## src/hw/lsu_pkg.sv

```systemverilog
`default_nettype none

package lsu_pkg;

   // --------------------
   // widths
   // --------------------
   localparam int ADDR_W   = 16;                // byte address
   localparam int DATA_W   = 32;
   localparam int BYTES_W  = DATA_W / 8;
   localparam int WORD_LSB = $clog2(BYTES_W);   // first word address bit

   typedef logic [ADDR_W-1:0]  addr_t;
   typedef logic [DATA_W-1:0]  data_t;
   typedef logic [BYTES_W-1:0] byteen_t;

   typedef enum logic [1:0] {
      SIZE_BYTE = 2'd0,
      SIZE_HALF = 2'd1,
      SIZE_WORD = 2'd2
   } access_size_e;

   // lanes touched by an aligned access at this offset
   function automatic byteen_t size_byteen(access_size_e size, logic [WORD_LSB-1:0] offset);
      byteen_t be;
      case (size)
         SIZE_BYTE: be = byteen_t'(4'b0001) << offset;
         SIZE_HALF: be = byteen_t'(4'b0011) << offset;
         SIZE_WORD: be = '1;
         default:   be = '0;    // encoding 3 is unused
      endcase
      return be;
   endfunction

endpackage

`default_nettype wire

```

## src/hw/wb_pkg.sv

```systemverilog
`default_nettype none

package wb_pkg;

   // --------------------
   // wishbone classic
   // --------------------
   localparam int WB_ADR_W = 16;   // byte address on the bus
   localparam int WB_DAT_W = 32;

   // one select bit per byte lane
   typedef logic [WB_DAT_W/8-1:0] wb_sel_t;

endpackage

`default_nettype wire

```

## src/hw/stbuf_write_ctrl.sv

```systemverilog
`timescale 1ns/100ps
`default_nettype none

module stbuf_write_ctrl #(
   parameter int unsigned DEPTH = 4
) (
   input  logic                                               clk,
   input  logic                                               arst_n,

   // store from the pipeline
   input  logic                                               st_valid,
   input  lsu_pkg::addr_t                                     st_addr,
   input  lsu_pkg::access_size_e                              st_size,
   input  lsu_pkg::data_t                                     st_data,   // right aligned

   // entry state
   input  logic [DEPTH-1:0]                                   ent_vld,
   input  logic [DEPTH-1:0][lsu_pkg::ADDR_W-1:lsu_pkg::WORD_LSB] ent_addr,
   input  logic [$clog2(DEPTH)-1:0]                           rd_ptr,
   input  logic                                               drain_busy,
   input  logic                                               full,

   // write port into the entries
   output logic [DEPTH-1:0]                                   wr_en,
   output logic [lsu_pkg::ADDR_W-1:lsu_pkg::WORD_LSB]         wr_addr,
   output lsu_pkg::byteen_t                                   wr_byteen,
   output lsu_pkg::data_t                                     wr_data
);

   import lsu_pkg::*;

   localparam int PTR_W = $clog2(DEPTH);

   logic [PTR_W-1:0]            wr_ptr;
   logic [DEPTH-1:0]            match;       // coalesce candidates
   logic [DEPTH-1:0]            alloc_vec;
   logic                        coalesce;
   logic [WORD_LSB-1:0]         st_off;

   // --------------------
   // lane alignment
   // --------------------
   assign st_off    = st_addr[WORD_LSB-1:0];
   assign wr_byteen = size_byteen(st_size, st_off);
   assign wr_data   = st_data << {st_off, 3'b000};   // move low bytes up to their lanes
   assign wr_addr   = st_addr[ADDR_W-1:WORD_LSB];

   // --------------------
   // coalesce match
   // --------------------
   // the head is off limits once its bus cycle is open
   always_comb begin
      for (int i = 0; i < DEPTH; i++) begin
         match[i] = ent_vld[i] && (ent_addr[i] == wr_addr) &&
                    !(drain_busy && (rd_ptr == PTR_W'(i)));
      end
   end

   assign coalesce  = |match;
   assign alloc_vec = {{(DEPTH-1){1'b0}}, 1'b1} << wr_ptr;

   assign wr_en = !st_valid ? '0 :
                  coalesce  ? match : alloc_vec;

   // write pointer only moves on a fresh allocation
   always_ff @(posedge clk or negedge arst_n) begin
      if (!arst_n) begin
         wr_ptr <= '0;
      end else if (st_valid && !coalesce) begin
         wr_ptr <= wr_ptr + 1'b1;   // wraps, DEPTH is a power of two
      end
   end

   // upstream must hold off while the entries are all taken
   st_when_full_a: assert property (@(posedge clk) disable iff (!arst_n)
      st_valid |-> !full)
      else $error("store offered while the store buffer is full");

endmodule

`default_nettype wire

```

## src/hw/stbuf_entries.sv

```systemverilog
`timescale 1ns/100ps
`default_nettype none

module stbuf_entries #(
   parameter int unsigned DEPTH = 4
) (
   input  logic                                               clk,
   input  logic                                               arst_n,

   // write side
   input  logic [DEPTH-1:0]                                   wr_en,
   input  logic [lsu_pkg::ADDR_W-1:lsu_pkg::WORD_LSB]         wr_addr,
   input  lsu_pkg::byteen_t                                   wr_byteen,
   input  lsu_pkg::data_t                                     wr_data,

   // drain side
   input  logic                                               pop,
   input  logic [$clog2(DEPTH)-1:0]                           rd_ptr,

   output logic [DEPTH-1:0]                                   ent_vld,
   output logic [DEPTH-1:0][lsu_pkg::ADDR_W-1:lsu_pkg::WORD_LSB] ent_addr,
   output lsu_pkg::byteen_t [DEPTH-1:0]                       ent_byteen,
   output lsu_pkg::data_t [DEPTH-1:0]                         ent_data,
   output logic                                               full,
   output logic                                               empty
);

   import lsu_pkg::*;

   logic [DEPTH-1:0] clr;   // head being retired

   assign clr = pop ? ({{(DEPTH-1){1'b0}}, 1'b1} << rd_ptr) : '0;

   // --------------------
   // valid and byte enables
   // --------------------
   // cleared enables let a fresh allocation just OR in its own
   always_ff @(posedge clk or negedge arst_n) begin
      if (!arst_n) begin
         ent_vld    <= '0;
         ent_byteen <= '0;
      end else begin
         for (int i = 0; i < DEPTH; i++) begin
            if (clr[i]) begin
               ent_vld[i]    <= 1'b0;
               ent_byteen[i] <= '0;
            end else if (wr_en[i]) begin
               ent_vld[i]    <= 1'b1;
               ent_byteen[i] <= ent_byteen[i] | wr_byteen;
            end
         end
      end
   end

   // --------------------
   // address and data
   // --------------------
   always_ff @(posedge clk) begin
      for (int i = 0; i < DEPTH; i++) begin
         if (wr_en[i]) begin
            ent_addr[i] <= wr_addr;   // same word on a coalesce
            for (int b = 0; b < BYTES_W; b++) begin
               if (wr_byteen[b]) begin
                  ent_data[i][b*8 +: 8] <= wr_data[b*8 +: 8];
               end
            end
         end
      end
   end

   assign full  = &ent_vld;
   assign empty = ~|ent_vld;

   // a write into a live entry must be a coalesce
   for (genvar i = 0; i < DEPTH; i++) begin : g_chk
      alloc_addr_a: assert property (@(posedge clk) disable iff (!arst_n)
         (wr_en[i] && ent_vld[i]) |-> (ent_addr[i] == wr_addr))
         else $error("store overwrote live entry %0d holding another word", i);
   end

   pop_vld_a: assert property (@(posedge clk) disable iff (!arst_n)
      pop |-> ent_vld[rd_ptr])
      else $error("pop of an empty head entry");

endmodule

`default_nettype wire

```

## src/hw/stbuf_drain_wb.sv

```systemverilog
`timescale 1ns/100ps
`default_nettype none

module stbuf_drain_wb #(
   parameter int unsigned DEPTH = 4
) (
   input  logic                                               clk,
   input  logic                                               arst_n,

   input  logic [DEPTH-1:0]                                   ent_vld,
   input  logic [DEPTH-1:0][lsu_pkg::ADDR_W-1:lsu_pkg::WORD_LSB] ent_addr,
   input  lsu_pkg::byteen_t [DEPTH-1:0]                       ent_byteen,
   input  lsu_pkg::data_t [DEPTH-1:0]                         ent_data,

   output logic [$clog2(DEPTH)-1:0]                           rd_ptr,
   output logic                                               drain_busy,
   output logic                                               pop,

   // wishbone master, write only
   output logic                                               wb_cyc,
   output logic                                               wb_stb,
   output logic                                               wb_we,
   output logic [wb_pkg::WB_ADR_W-1:0]                        wb_adr,
   output logic [wb_pkg::WB_DAT_W-1:0]                        wb_dat_o,
   output wb_pkg::wb_sel_t                                    wb_sel,
   input  logic                                               wb_ack
);

   import lsu_pkg::*;
   import wb_pkg::*;

   typedef enum logic {
      ST_IDLE,
      ST_BUSY
   } state_e;

   state_e state;
   state_e state_nxt;

   // --------------------
   // bus FSM
   // --------------------
   always_comb begin
      state_nxt = state;
      case (state)
         ST_IDLE: if (ent_vld[rd_ptr]) state_nxt = ST_BUSY;
         ST_BUSY: if (wb_ack) state_nxt = ST_IDLE;   // one idle cycle after each write
         default: state_nxt = ST_IDLE;
      endcase
   end

   always_ff @(posedge clk or negedge arst_n) begin
      if (!arst_n) begin
         state  <= ST_IDLE;
         rd_ptr <= '0;
      end else begin
         state <= state_nxt;
         if (pop) begin
            rd_ptr <= rd_ptr + 1'b1;
         end
      end
   end

   assign drain_busy = (state == ST_BUSY);
   assign pop        = drain_busy && wb_ack;
   assign wb_cyc     = drain_busy;
   assign wb_stb     = drain_busy;
   assign wb_we      = drain_busy;

   // head entry is frozen while busy, so these hold by themselves
   assign wb_adr   = WB_ADR_W'({ent_addr[rd_ptr], {WORD_LSB{1'b0}}});
   assign wb_dat_o = WB_DAT_W'(ent_data[rd_ptr]);
   assign wb_sel   = wb_sel_t'(ent_byteen[rd_ptr]);

   bus_hold_a: assert property (@(posedge clk) disable iff (!arst_n)
      (wb_stb && !wb_ack) |=> (wb_stb && $stable(wb_adr) && $stable(wb_dat_o) &&
                               $stable(wb_sel)))
      else $error("wishbone request changed before it was acknowledged");

endmodule

`default_nettype wire

```

## src/hw/stbuf_fwd.sv

```systemverilog
`timescale 1ns/100ps
`default_nettype none

module stbuf_fwd #(
   parameter int unsigned DEPTH = 4
) (
   input  lsu_pkg::addr_t                                     ld_addr,

   input  logic [DEPTH-1:0]                                   ent_vld,
   input  logic [DEPTH-1:0][lsu_pkg::ADDR_W-1:lsu_pkg::WORD_LSB] ent_addr,
   input  lsu_pkg::byteen_t [DEPTH-1:0]                       ent_byteen,
   input  lsu_pkg::data_t [DEPTH-1:0]                         ent_data,
   input  logic [$clog2(DEPTH)-1:0]                           rd_ptr,

   output lsu_pkg::byteen_t                                   fwd_byteen,
   output lsu_pkg::data_t                                     fwd_data
);

   import lsu_pkg::*;

   localparam int PTR_W = $clog2(DEPTH);

   logic [ADDR_W-1:WORD_LSB] ld_word;
   logic [DEPTH-1:0]         hit;

   assign ld_word = ld_addr[ADDR_W-1:WORD_LSB];

   // --------------------
   // address compare
   // --------------------
   always_comb begin
      for (int i = 0; i < DEPTH; i++) begin
         hit[i] = ent_vld[i] && (ent_addr[i] == ld_word);
      end
   end

   // walk oldest to youngest from the head, later hits overwrite
   // so a draining copy loses to its re-allocated successor
   always_comb begin
      logic [PTR_W-1:0] idx;
      fwd_byteen = '0;
      fwd_data   = '0;
      for (int k = 0; k < DEPTH; k++) begin
         idx = rd_ptr + PTR_W'(k);
         for (int b = 0; b < BYTES_W; b++) begin
            if (hit[idx] && ent_byteen[idx][b]) begin
               fwd_byteen[b]        = 1'b1;
               fwd_data[b*8 +: 8]   = ent_data[idx][b*8 +: 8];
            end
         end
      end
   end

endmodule

`default_nettype wire

```

## src/hw/stbuf_top.sv

```systemverilog
`timescale 1ns/100ps
`default_nettype none

module stbuf_top #(
   parameter int unsigned DEPTH = 4
) (
   input  logic                            clk,
   input  logic                            arst_n,

   // store input
   input  logic                            st_valid,
   input  lsu_pkg::addr_t                  st_addr,
   input  lsu_pkg::access_size_e           st_size,
   input  lsu_pkg::data_t                  st_data,
   output logic                            full,
   output logic                            empty,

   // load forward
   input  lsu_pkg::addr_t                  ld_addr,
   output lsu_pkg::byteen_t                fwd_byteen,
   output lsu_pkg::data_t                  fwd_data,

   // wishbone drain
   output logic                            wb_cyc,
   output logic                            wb_stb,
   output logic                            wb_we,
   output logic [wb_pkg::WB_ADR_W-1:0]     wb_adr,
   output logic [wb_pkg::WB_DAT_W-1:0]     wb_dat_o,
   output wb_pkg::wb_sel_t                 wb_sel,
   input  logic                            wb_ack
);

   import lsu_pkg::*;

   localparam int PTR_W = $clog2(DEPTH);

   // write port
   logic [DEPTH-1:0]                       wr_en;
   logic [ADDR_W-1:WORD_LSB]               wr_addr;
   byteen_t                                wr_byteen;
   data_t                                  wr_data;

   // entry state, shared by all readers
   logic [DEPTH-1:0]                       ent_vld;
   logic [DEPTH-1:0][ADDR_W-1:WORD_LSB]    ent_addr;
   byteen_t [DEPTH-1:0]                    ent_byteen;
   data_t [DEPTH-1:0]                      ent_data;

   logic [PTR_W-1:0]                       rd_ptr;
   logic                                   drain_busy;
   logic                                   pop;

   stbuf_write_ctrl #(.DEPTH(DEPTH)) write_ctrl_i (
      .clk        (clk),
      .arst_n     (arst_n),
      .st_valid   (st_valid),
      .st_addr    (st_addr),
      .st_size    (st_size),
      .st_data    (st_data),
      .ent_vld    (ent_vld),
      .ent_addr   (ent_addr),
      .rd_ptr     (rd_ptr),
      .drain_busy (drain_busy),
      .full       (full),
      .wr_en      (wr_en),
      .wr_addr    (wr_addr),
      .wr_byteen  (wr_byteen),
      .wr_data    (wr_data)
   );

   stbuf_entries #(.DEPTH(DEPTH)) entries_i (
      .clk        (clk),
      .arst_n     (arst_n),
      .wr_en      (wr_en),
      .wr_addr    (wr_addr),
      .wr_byteen  (wr_byteen),
      .wr_data    (wr_data),
      .pop        (pop),
      .rd_ptr     (rd_ptr),
      .ent_vld    (ent_vld),
      .ent_addr   (ent_addr),
      .ent_byteen (ent_byteen),
      .ent_data   (ent_data),
      .full       (full),
      .empty      (empty)
   );

   stbuf_drain_wb #(.DEPTH(DEPTH)) drain_i (
      .clk        (clk),
      .arst_n     (arst_n),
      .ent_vld    (ent_vld),
      .ent_addr   (ent_addr),
      .ent_byteen (ent_byteen),
      .ent_data   (ent_data),
      .rd_ptr     (rd_ptr),
      .drain_busy (drain_busy),
      .pop        (pop),
      .wb_cyc     (wb_cyc),
      .wb_stb     (wb_stb),
      .wb_we      (wb_we),
      .wb_adr     (wb_adr),
      .wb_dat_o   (wb_dat_o),
      .wb_sel     (wb_sel),
      .wb_ack     (wb_ack)
   );

   stbuf_fwd #(.DEPTH(DEPTH)) fwd_i (
      .ld_addr    (ld_addr),
      .ent_vld    (ent_vld),
      .ent_addr   (ent_addr),
      .ent_byteen (ent_byteen),
      .ent_data   (ent_data),
      .rd_ptr     (rd_ptr),
      .fwd_byteen (fwd_byteen),
      .fwd_data   (fwd_data)
   );

endmodule

`default_nettype wire

```

## config.mk

```make
export PLATFORM = sky130hd
export DESIGN_NAME = stbuf_top
export DESIGN_NICKNAME = d
export VERILOG_FILES = /design/src/hw/lsu_pkg.sv /design/src/hw/wb_pkg.sv /design/src/hw/stbuf_write_ctrl.sv /design/src/hw/stbuf_entries.sv /design/src/hw/stbuf_drain_wb.sv /design/src/hw/stbuf_fwd.sv /design/src/hw/stbuf_top.sv
export SDC_FILE = /design/constraint.sdc
export NUM_CORES = 1
export LEC_CHECK = 0
export BUFFER_PORTS_ARGS = -buffer_cell sky130_fd_sc_hd__buf_2
export CORE_ASPECT_RATIO = 2
export CORE_MARGIN = 5
export CORE_UTILIZATION = 60
export CTS_BUF_LIST = sky130_fd_sc_hd__clkbuf_16
export DETAILED_ROUTE_END_ITERATION = 10
export PLACE_DENSITY = 0.79
export REMOVE_ABC_BUFFERS = 1
export SETUP_SLACK_MARGIN = 0.4
export SYNTH_ARGS = -nofsm -noshare
export SYNTH_HDL_FRONTEND = slang
export SYNTH_HIERARCHICAL = 1
export SYNTH_SLANG_ARGS = --single-unit
```

## constraint.sdc

```tcl
create_clock -name clk -period 3.65 [get_ports clk]
set_clock_uncertainty 0.05 [all_clocks]
set_input_delay 0.1825 -clock clk [delete_from_list [all_inputs] [get_ports clk]]
set_output_delay 0.1825 -clock clk [all_outputs]
set_load 0.1 [all_outputs]
```

==> results.md <==
- Status: finished, violations left
- Violated checks: setup timing
- Root Buffer: clkbuf_16
- FP Rows: 81
- Crit-path max FO: 8
- Final ANT Viol Nets: 0
- Layout cells sized above 1: 0.333
- Number of synthesized flops with an enable pin: 184
- Placed insts: 1773
- Die Ht: 232 um
- Worst-margin pin slew: 1.06 ns
- R2R cell count: 7
- Syn Area/Cell: 11.3 um2
- Nets: 1586
- Initial core utilization: 0.608
- GRT Overall Usage: 0.334
- Final Max Slew Viols: 0
- N_diodes: 0
- TNS Setup: -0.824 ns
- Clock H-tree levels: 1
- #FFs+latches synth: 209
- Fmax: 266 MHz
- DR DRC count: 0
- Clock Sinks: 209
- Core area: 24400 um2
- Die ar.: 28200 um2
- Register area share after synthesis: 0.414
- WP data required: 3.42 ns
- Global route overflow: 0
- Main synth FF type: edfxtp_1
- Worst setup EP type: output pin
- Final setup margin: -0.107 ns
- Final GP Congestion: 1.01
- Detailed Route WL: 48800 um
- Tcrit/Tclk final: 1.03
- 1st-iter DRT viols: 1184
- Largest net degree at the start of global routing: 87
- Pleak: 6.79 nW
- CTS tree: built
- Vias per inst: 6.76
- Clk Latency, worst-skew pair: 0.51 ns
- CP Class: flip-flop to output pin
- Ports: 163
- WHS Path Cells: 2
- Vias in the first global route: 12399
- Setup WS pre-CTS: 0.0417 ns
- Area delta synth->final: 22.9%
- Unrepaired setup endpoints after global routing: true
- Post-Syn Area: 14800 um2
- Worst VDD drop: 0.881 mV
- Count of final hold-check violations: 0
- Worst-path clk slew: 0.08 ns
- Worst Hold Class: input port to flip-flop
- Hold_ws: 0.0971 ns
- PortBufs: 158
- Netlist cell types: 84
- Wirelength per Cell: 26.3 um
- Worst EP arrival: 3.52 ns
- Routed via count: 12550
- Synth Instances: 1316
- Pwr Density: 797 nW/um2
- Fin crit period: 3.76 ns
- TritonCTS Buffers: 19
- Non-Filler Instances: 1856
- Total power: 14.6 mW
- Final setup fails: 21
- Reg2reg start: entries_i/ent_addr[10]
- Initial antenna violation count: 2
- DIE WIDTH: 121 um
- First-pass GRT wire length: 71100 um
- Worst reg2reg endpoint: entries_i/ent_data[17]
- Max clock buf depth: 3
- Worst Setup Start Kind: flip-flop
- WHS Endpoint: entries_i/ent_data[34]
- First drt pass iteration count: 6
- Post-DP HPWL: 33800 um
- Fraction of registers with async set/reset: 0.120
- Min-delay src: st_data[2]
- Synth Warn #: 6
- Maxcap violations: 0
- R2R Setup Slk: 0.39 ns
- Slew headroom: 0.286
-- power by group --
group | internal [mW] | switching (mW)
clock | 1.08 | 0.927
combinational | 2.69 | 6.34
sequential | 3.04 | 0.468
total | 6.82 | 7.74
-- cell usage in the layout, fill, tap and decap left out, types with 7 or more instances in the layout --
| cell | synthesis | routed |
|---|---|---|
| o21ai_0 | 69 | 66 |
| nand2b_1 | 7 | 7 |
| nand2_1 | 41 | 36 |
| clkbuf_16 | 0 | 21 |
| xnor2_1 | 102 | 89 |
| xnor2_2 | 4 | 17 |
| dfrtp_1 | 25 | 23 |
| nor4_4 | 2 | 7 |
| o31ai_1 | 15 | 11 |
| o311ai_1 | 10 | 7 |
| mux4_2 | 46 | 46 |
| dlygate4sd3_1 | 0 | 15 |
| a211oi_1 | 9 | 8 |
| xor2_1 | 9 | 8 |
| a211o_1 | 10 | 10 |
| edfxtp_1 | 184 | 184 |
| a21oi_1 | 63 | 51 |
| nor2b_1 | 18 | 16 |
| buf_2 | 31 | 122 |
| a21oi_2 | 2 | 10 |
| nor2_1 | 138 | 135 |
| mux2i_1 | 141 | 141 |
| o21bai_1 | 8 | 8 |
| nor3_1 | 18 | 14 |
| buf_12 | 5 | 37 |
| mux2_2 | 46 | 44 |
| o211ai_1 | 37 | 37 |
| buf_6 | 9 | 18 |
| buf_4 | 21 | 88 |
| and2_1 | 34 | 29 |
| nand4_1 | 35 | 35 |
| inv_1 | 12 | 13 |
-- cell type report --
type / instances / area, um2
multi-input combinational: 987 / 8570
fill: 1599 / 6180
sequential: 209 / 6160
timing repair buffer: 283 / 2440
clock buffer: 20 / 500
tap: 332 / 415
clock inverter: 13 / 109
inverter: 12 / 45.0
-- state kept, by name, summed over array words and instances (netlist names) --
signal,cells
drain_i/drain_busy,1
entries_i/ent_data,128
entries_i/ent_vld,4
write_ctrl_i/wr_ptr,2
drain_i/rd_ptr,2
entries_i/ent_byteen,16
entries_i/ent_addr,56
-- layer usage --
layer | vias up | GRT usage | share of wire
li1 | 5424 | - | -
met1 | 6112 | 0.339 | 0.31
met2 | 756 | 0.601 | 0.52
met3 | 254 | 0.0474 | 0.069
met4 | 4 | 0.261 | 0.10
met5 | - | 0 | 0.00047
-- cells in the mapped netlist (all sizes together) (5+ instances only) --
master | count | area share
edfxtp | 184 | 0.37
mux2i | 143 | 0.098
nor2 | 140 | 0.036
xnor2 | 106 | 0.065
buf | 71 | 0.036
o21ai | 70 | 0.024
a21oi | 65 | 0.022
mux4 | 50 | 0.077
mux2 | 47 | 0.036
nand2 | 41 | 0.010
clkbuf | 38 | 0.010
o211ai | 37 | 0.019
nand4 | 35 | 0.015
and2 | 34 | 0.014
dfrtp | 25 | 0.042
nor3 | 19 | 0.0072
nor2b | 18 | 0.0076
nor4 | 16 | 0.011
o31ai | 15 | 0.0076
inv | 12 | 0.0030
a211o | 10 | 0.0059
o311ai | 10 | 0.0059
a211oi | 9 | 0.0046
xor2 | 9 | 0.0053
a221oi | 8 | 0.0047
o21bai | 8 | 0.0040
nand2b | 7 | 0.0029
o211a | 7 | 0.0047
a222oi | 6 | 0.0040
nand3b | 6 | 0.0030
o32ai | 6 | 0.0071
nand3 | 5 | 0.0017
nor4b | 5 | 0.0034
-- worst max path at each step --
stage	startpoint	end	slack [ns]	cells after the start
final	entries_i/ent_addr[18]	fwd_data[26]	-0.11	12
after global routing	entries_i/ent_addr[18]	fwd_data[26]	-0.19	12
after CTS	entries_i/ent_addr[18]	fwd_data[26]	-0.02	11
after detailed placement	entries_i/ent_addr[39]	fwd_data[11]	0.04	9
after global placement	entries_i/ent_addr[39]	fwd_data[11]	0.12	9
after floorplan	drain_i/rd_ptr[0]	fwd_data[30]	-6.88	4
-- worst max-delay path, cell delays in order, from the launching register on --
cell and delay, ns:
edfxtp_1 0.44, xnor2_2 0.19, buf_6 0.16, or4b_4 0.53, nor4_4 0.15, mux2_4 0.27
mux2i_4 0.17, buf_6 0.17, o211a_4 0.30, a21oi_4 0.17, o311ai_4 0.12, buf_4 0.18
buf_12 0.16
-- logic make-up after synthesis --
family          count (synthesis)  share of synthesized area
simple gates                  352                      0.126
compound gates                274                      0.127
mux                           240                      0.210
flops                         209                      0.414
buf+inv                       121                     0.0491
xor+xnor                      115                     0.0699
fa+ha+maj                       4                    0.00337
other cells                     1                   0.000253
-- what timing repair did --
item,CTS,global route
endpoints found under the hold margin,81,0
cloned,1,1
setup buffers,23,10
hold buffers,15,0
pin swaps,31,18
endpoints found under the setup margin,47,116
gates resized for setup,86,48
-- stage by stage --
stage                      util  area [um2]
after floorplan               -       14200
after global placement    0.675       16500
final                     0.747       18200
after CTS                 0.732       17900
after global routing      0.747       18200
after detailed placement  0.675       16500
Power figures use the tool's default switching activity.
